`src/verilog/memUnit_config.svh`:
```
`ifndef MEM_UNIT_CONFIG_SVH
`define MEM_UNIT_CONFIG_SVH

// data path and word addressing
`define MEM_DATA_W   32
`define MEM_ADDR_W   10

// period and duty counters
`define MEM_PERIOD_W 5

// start delay counter
`define MEM_DELAY_W  10

// top bit picks config space (1) or memory (0)
`define BUS_ADDR_W   (`MEM_ADDR_W + 1)

`endif
```
`src/verilog/memUnitPkg.sv`:
```
`default_nettype none
`include "memUnit_config.svh"

package memUnitPkg;

   // host access, one-cycle strobe on valid
   typedef struct packed {
      logic                   valid;
      logic                   write;
      logic [`BUS_ADDR_W-1:0] addr;
      logic [`MEM_DATA_W-1:0] wdata;
   } busReq_t;

   // read answer, one-cycle strobe
   typedef struct packed {
      logic                   valid;
      logic [`MEM_DATA_W-1:0] rdata;
   } busRsp_t;

   // two-level address pattern
   typedef struct packed {
      logic [`MEM_ADDR_W-1:0]   iterations;
      logic [`MEM_PERIOD_W-1:0] period;
      logic [`MEM_PERIOD_W-1:0] duty;
      logic [`MEM_ADDR_W-1:0]   start;
      logic [`MEM_ADDR_W-1:0]   shift;
      logic [`MEM_ADDR_W-1:0]   incr;
      logic [`MEM_DELAY_W-1:0]  delay;
   } genCfg_t;

   // writeIn set means the port stores its input stream
   typedef struct packed {
      genCfg_t gen;
      logic    reverse;
      logic    writeIn;
   } portCfg_t;

endpackage

`default_nettype wire

```
`src/verilog/configRegs.sv`:
```
`timescale 1ns/1ps
`default_nettype none
`include "memUnit_config.svh"

module configRegs (
   input  wire memUnitPkg::busReq_t  busReq,
   input  wire                       clk,
   input  wire                       rst,
   output memUnitPkg::portCfg_t      cfgA,
   output memUnitPkg::portCfg_t      cfgB
);

   logic wrStrobe;
   logic portSel;
   logic [2:0] fieldSel;

   // update one field of a port, value cut to the field width
   function automatic memUnitPkg::portCfg_t setField(
      input memUnitPkg::portCfg_t   cfg,
      input logic [2:0]             sel,
      input logic [`MEM_DATA_W-1:0] data
   );
      memUnitPkg::portCfg_t upd;
      upd = cfg;
      case (sel)
         3'd0: upd.gen.iterations = data[`MEM_ADDR_W-1:0];
         3'd1: upd.gen.period     = data[`MEM_PERIOD_W-1:0];
         3'd2: upd.gen.duty       = data[`MEM_PERIOD_W-1:0];
         3'd3: upd.gen.start      = data[`MEM_ADDR_W-1:0];
         3'd4: upd.gen.shift      = data[`MEM_ADDR_W-1:0];
         3'd5: upd.gen.incr       = data[`MEM_ADDR_W-1:0];
         3'd6: upd.gen.delay      = data[`MEM_DELAY_W-1:0];
         default: begin
            // control word
            upd.reverse = data[0];
            upd.writeIn = data[1];
         end
      endcase
      return upd;
   endfunction

   assign wrStrobe = busReq.valid && busReq.write;

   // index bit 3 picks port B
   assign portSel  = busReq.addr[3];
   assign fieldSel = busReq.addr[2:0];

   always_ff @(posedge clk or posedge rst) begin
      if (rst) begin
         cfgA <= '0;
         cfgB <= '0;
      end else if (wrStrobe) begin
         if (portSel) begin
            cfgB <= setField(cfgB, fieldSel, busReq.wdata);
         end else begin
            cfgA <= setField(cfgA, fieldSel, busReq.wdata);
         end
      end
   end

endmodule

`default_nettype wire

```
`config.mk`:
```
export PLATFORM = sky130hd
export DESIGN_NAME = configRegs
export DESIGN_NICKNAME = d
export VERILOG_FILES = /design/src/verilog/memUnitPkg.sv /design/src/verilog/configRegs.sv
export VERILOG_INCLUDE_DIRS = /design/src /design/src/verilog
export SDC_FILE = /design/constraint.sdc
export NUM_CORES = 1
export LEC_CHECK = 0
export BUFFER_PORTS_ARGS = -buffer_cell sky130_fd_sc_hd__buf_2
export CORE_MARGIN = 2
export CORE_UTILIZATION = 55
export CTS_BUF_LIST = sky130_fd_sc_hd__clkbuf_4 sky130_fd_sc_hd__clkbuf_8
export CTS_CLUSTER_DIAMETER = 60
export CTS_CLUSTER_SIZE = 24
export DETAILED_ROUTE_END_ITERATION = 10
export PLACE_DENSITY = 0.87
export REMOVE_ABC_BUFFERS = 1
export SYNTH_ARGS = -nofsm -noshare
export SYNTH_HDL_FRONTEND = slang
export SYNTH_SLANG_ARGS = --single-unit
```
`constraint.sdc`:
```
create_clock -name clk -period 8.2 [get_ports clk]
set_clock_uncertainty 0.15 [all_clocks]
set_input_delay 0.82 -clock clk [delete_from_list [all_inputs] [get_ports clk]]
set_output_delay 0.82 -clock clk [all_outputs]
set_load 0.005 [all_outputs]
```
# Word level (Yosys, flattened, before mapping)
# Index checks and enable logic that the tools add are counted.
[op_classes]
addsub = 0
n_mul = 0
div_mod_pow = 0
magnitude_cmp = 0
eq_ne = 6
shifts = 0
muxes = 0
bitwise_logic = 2
n_reduce_logical = 19
[op_table]
columns = ["operator", "n"]
rows = [
  ["3-bit AND reduction", 16],
  ["3-bit == test, second input constant", 3],
  ["7-bit OR reduction", 1],
  ["3-bit by 2-bit == test with 1-bit output, second input constant", 2],
  ["3-bit by 1-bit == test with 1-bit output, second input constant", 1],
  ["3-bit zero test", 1],
  ["1-bit inverter", 2],
  ["1-bit logical AND", 1],
]
[word_totals]
regBits = 124
latchBits = 0
ram_bits = 0
mem_bits_ro = 0
inputBits = 47
out_inout_bits = 124
word_cells = 45
mem_count = 0

# Logic depth before layout (Yosys ltp)
[depth]
ltp_word = 4
ltp_mapped = 4
ltp_nobuf = 3

# Worst setup path after synthesis
# OpenSTA, ideal clock, no wires.
[synth_timing]
path_type = "input -> register"
from = "in busReq[33] (netlist bit)"
to = "reg cfgA[12] (netlist bit)"
setup_time_ns = 0.125
arrival_ns = 1.788
required_ns = 7.925
slack_ns = 6.137
cell_stages = 3
path_buffers = 0
path_cell_list = "nand4b_1 nor2_2 mux2_2"
[synth_between]
elab_chain_cells = 2
[synth_rtl]
columns = ["element", "line", "source"]
rows = [
  ["start: declaration", "configRegs.sv:6", "input wire memUnitPkg::busReq_t busReq,"],
  ["3-bit == test", "configRegs.sv:25", "case (sel)"],
  ["3-bit AND reduction (no line)", "--", ""],
  ["end signal: assignment", "configRegs.sv:56", "cfgA <= setField(cfgA, fieldSel, busReq.wdata);"],
  ["end: declaration", "configRegs.sv:9", "output memUnitPkg::portCfg_t cfgA,"],
]
# Every way passes these cells.
# A chain may end at the register's enable or synchronous reset.

# Final worst setup path
[layout_timing]
from = "in busReq[32] (netlist bit)"
to = "reg cfgB[26] (netlist bit)"
[layout_between]
elab_chain_cells = 2
[layout_rtl]
columns = ["element", "line", "source"]
rows = [
  ["3-bit == test", "configRegs.sv:25", ""],
  ["3-bit AND reduction (no line)", "--", ""],
  ["end signal: assignment", "configRegs.sv:54", "cfgB <= setField(cfgB, fieldSel, busReq.wdata);"],
  ["end: declaration", "configRegs.sv:10", "output memUnitPkg::portCfg_t cfgB"],
]
# Every way passes these cells.

==> impl_results.md <==
- Outcome: complete, no violations
- Pwr dens: 281 nW/µm²
- Worst hold slack: roughly 0.32 ns
- Dpl hpwl: 7000 µm
- Post-synthesis cell type count: 16
- Slew HR: 0.401
- Final Wtd Congestion: 0.809
- Post-Route Utilization: 0.720
- WP data arrival: ~2.4 ns
- Drt wl/cell: 19.0 µm
- Number of diodes: 0
- # fillers: 588
- Post-Syn Instances: 288
- Initial Util: 0.571
- Routing usage on met1: 0.296
- Critical Path Fanout Max: 10
- Cts bufs inserted: 17
- Die W: 96.6 µm
- Placed cell count: 520
- Peak Freq: 0.444 GHz
- CTS tree: built
- Vias per Instance: 5.43
- Met3 GRT Util: 0.0993
- First-pass GRT wire length: between 15000 and 20000 µm
- Mapped cell area: roughly 4700 µm²
- Placed Instance Area: 5500 µm²
- Clk buf depth: 2
- Crit path capture type: register
- Vias in the first global route: 3024
- Post-CTS Setup Repair Bufs: 0
- Nets: 481
- GRT Util Overall: 0.240
- Antenna Nets Post-Route: 0
- Clock transition at the registers of the reported paths: around 0.07 ns
- Remaining global-route overflow: 0
- Worst Tran Pin Value: 0.899 ns
- Hold Buf Count CTS: 0
- Finished Cell Area: ~5900 µm²
- P_leak: 3.07 nW
- Max-cap violations: 0
- H-tree Lvls: 4
- TNS Setup: 0 ns
- Layout cells sized above 1: 0.682
- DRC violation total after the first TritonRoute iteration: 106
- Non-Filler Instances: ~550
- Die outline height: 96.6 µm
- Drt pass-1 iters: 4
- Critical path type: in -> reg
- Clock Root Buffer: clkbuf_8
- Setup ws final: 5.95 ns
- Critical Path RT: 8.35 ns
- IO buf count: 141
- Largest net degree at the start of global routing: 73
- Tcrit/Tclk final: 0.275
- Synth Warn #: 0
- Global route hottest layer: met2
- Clk sink count: 124
- Register Area: between 3000 and 4000 µm²
- Footprint of the multi-input gates: 1540 µm²
- Vias after detailed routing: 2995
- VDD IR max: 0.152 mV
- Layout area overhead: 26.2%
- Mean Syn Cell Area: 16.4 µm²
- Synth Register Bits: between 100 and 150
- CTS resizes: 0
- Row count: 33
- Placeable Area: 8260 µm²
- Final min period: 2.25 ns
- Crit start category: input pin
- Total power: 1.67 mW
- GR Util met2: 0.385
- Final hold vios: 0
- Register area share after synthesis: 0.659
- RSZ-0062 raised after global routing: no
- Place WS: ~5.5 ns
- Slew Limit Fails: 0
- Finish-stage setup viols: 0
- Final wirelength: 10500 µm
- DRC viols: 0
- Initial antenna violation count: 0
- Worst min-delay path category: in -> async
- Clock latency on the worst-skew pair: 0.42 ns
- Die ar.: 9320 µm²
- Top Ports: 171
## placed cells by master (no fill, tap or decap)
cell type and instances:
and4bb_2 1, buf_2 141, buf_4 1, bufinv_16 4
clkbuf_8 19, clkinv_2 1, clkinv_4 3, clkinvlp_4 4
dfrtp_1 124, inv_4 1, inv_6 1, mux2_2 124
nand2_1 2, nand2b_1 3, nand3b_1 2, nand4_1 1
nand4b_1 2, nor2_1 5, nor2_2 5, nor2b_1 1
or3_1 2
## synthesized netlist by cell type
| library cell | count | area share |
|---|---|---|
| and4bb_2 | 1 | 0.0027 |
| buf_1 | 5 | 0.0040 |
| buf_2 | 5 | 0.0053 |
| clkbuf_1 | 5 | 0.0040 |
| dfrtp_1 | 124 | 0.66 |
| inv_1 | 1 | 0.00080 |
| mux2_2 | 124 | 0.30 |
| nand2_1 | 2 | 0.0016 |
| nand2b_1 | 3 | 0.0040 |
| nand3b_1 | 2 | 0.0032 |
| nand4_1 | 1 | 0.0013 |
| nand4b_1 | 2 | 0.0037 |
| nor2_1 | 5 | 0.0040 |
| nor2_2 | 5 | 0.0066 |
| nor2b_1 | 1 | 0.0013 |
| or3_1 | 2 | 0.0027 |
## cell type report
class | count | area share
Clock inverter | 13 | 0.0320
Timing Repair Buffer | 142 | 0.120
Sequential cell | 124 | 0.522
Clock buffer | 19 | 0.0440
Tap cell | 105 | 0.0221
Inverter | 1 | 0.00105
Multi-Input combinational cell | 148 | 0.259
## logic make-up (layout without fill, tap and decap cells)
| logic type | Yosys count | in the layout | share of synthesized area |
|---|---|---|---|
| mux | 124 | 124 | 0.296 |
| flops | 124 | 124 | 0.659 |
| simple gates | 24 | 24 | 0.0311 |
| buf+inv | 16 | 175 | 0.0141 |
## sequential cells by signal, summed over array words and instances (netlist names)
signal	flops
cfgB	62
cfgA	62
## critical path, cell delays in order
cell and delay [ns]:
buf_2 0.12, and4bb_2 0.33, nor2b_1 0.72, mux2_2 0.41
## layer usage
| layer | wire (µm) | part of all wire |
|---|---|---|
| met1 | 4290 | 0.41 |
| met2 | 5200 | 0.50 |
| met4 | 114 | 0.011 |
| met3 | 877 | 0.084 |
| met5 | 0 | 0 |
## final timing paths
path | start | end | slack (ns) | depth (start not counted)
setup / recovery | busReq[32] | cfgB[26] | 5.95 | 4
max in group asynchronous | rst | cfgA[37] | 6.21 | 3
min in group clk | cfgB[15] | cfgB[15] | 0.35 | 1
hold / removal | rst | cfgA[45] | 0.32 | 2
hold reg to reg | cfgB[15] | cfgB[15] | 0.35 | 1
setup reg to reg | cfgB[13] | cfgB[13] | 7.26 | 1
## power breakdown
part	internal, mW	switching (mW)
clock	0.349	0.244
sequential	0.730	0.0601
combinational	0.168	0.121
total	1.25	0.425
Note: power is estimated with default switching activity, not from simulation.
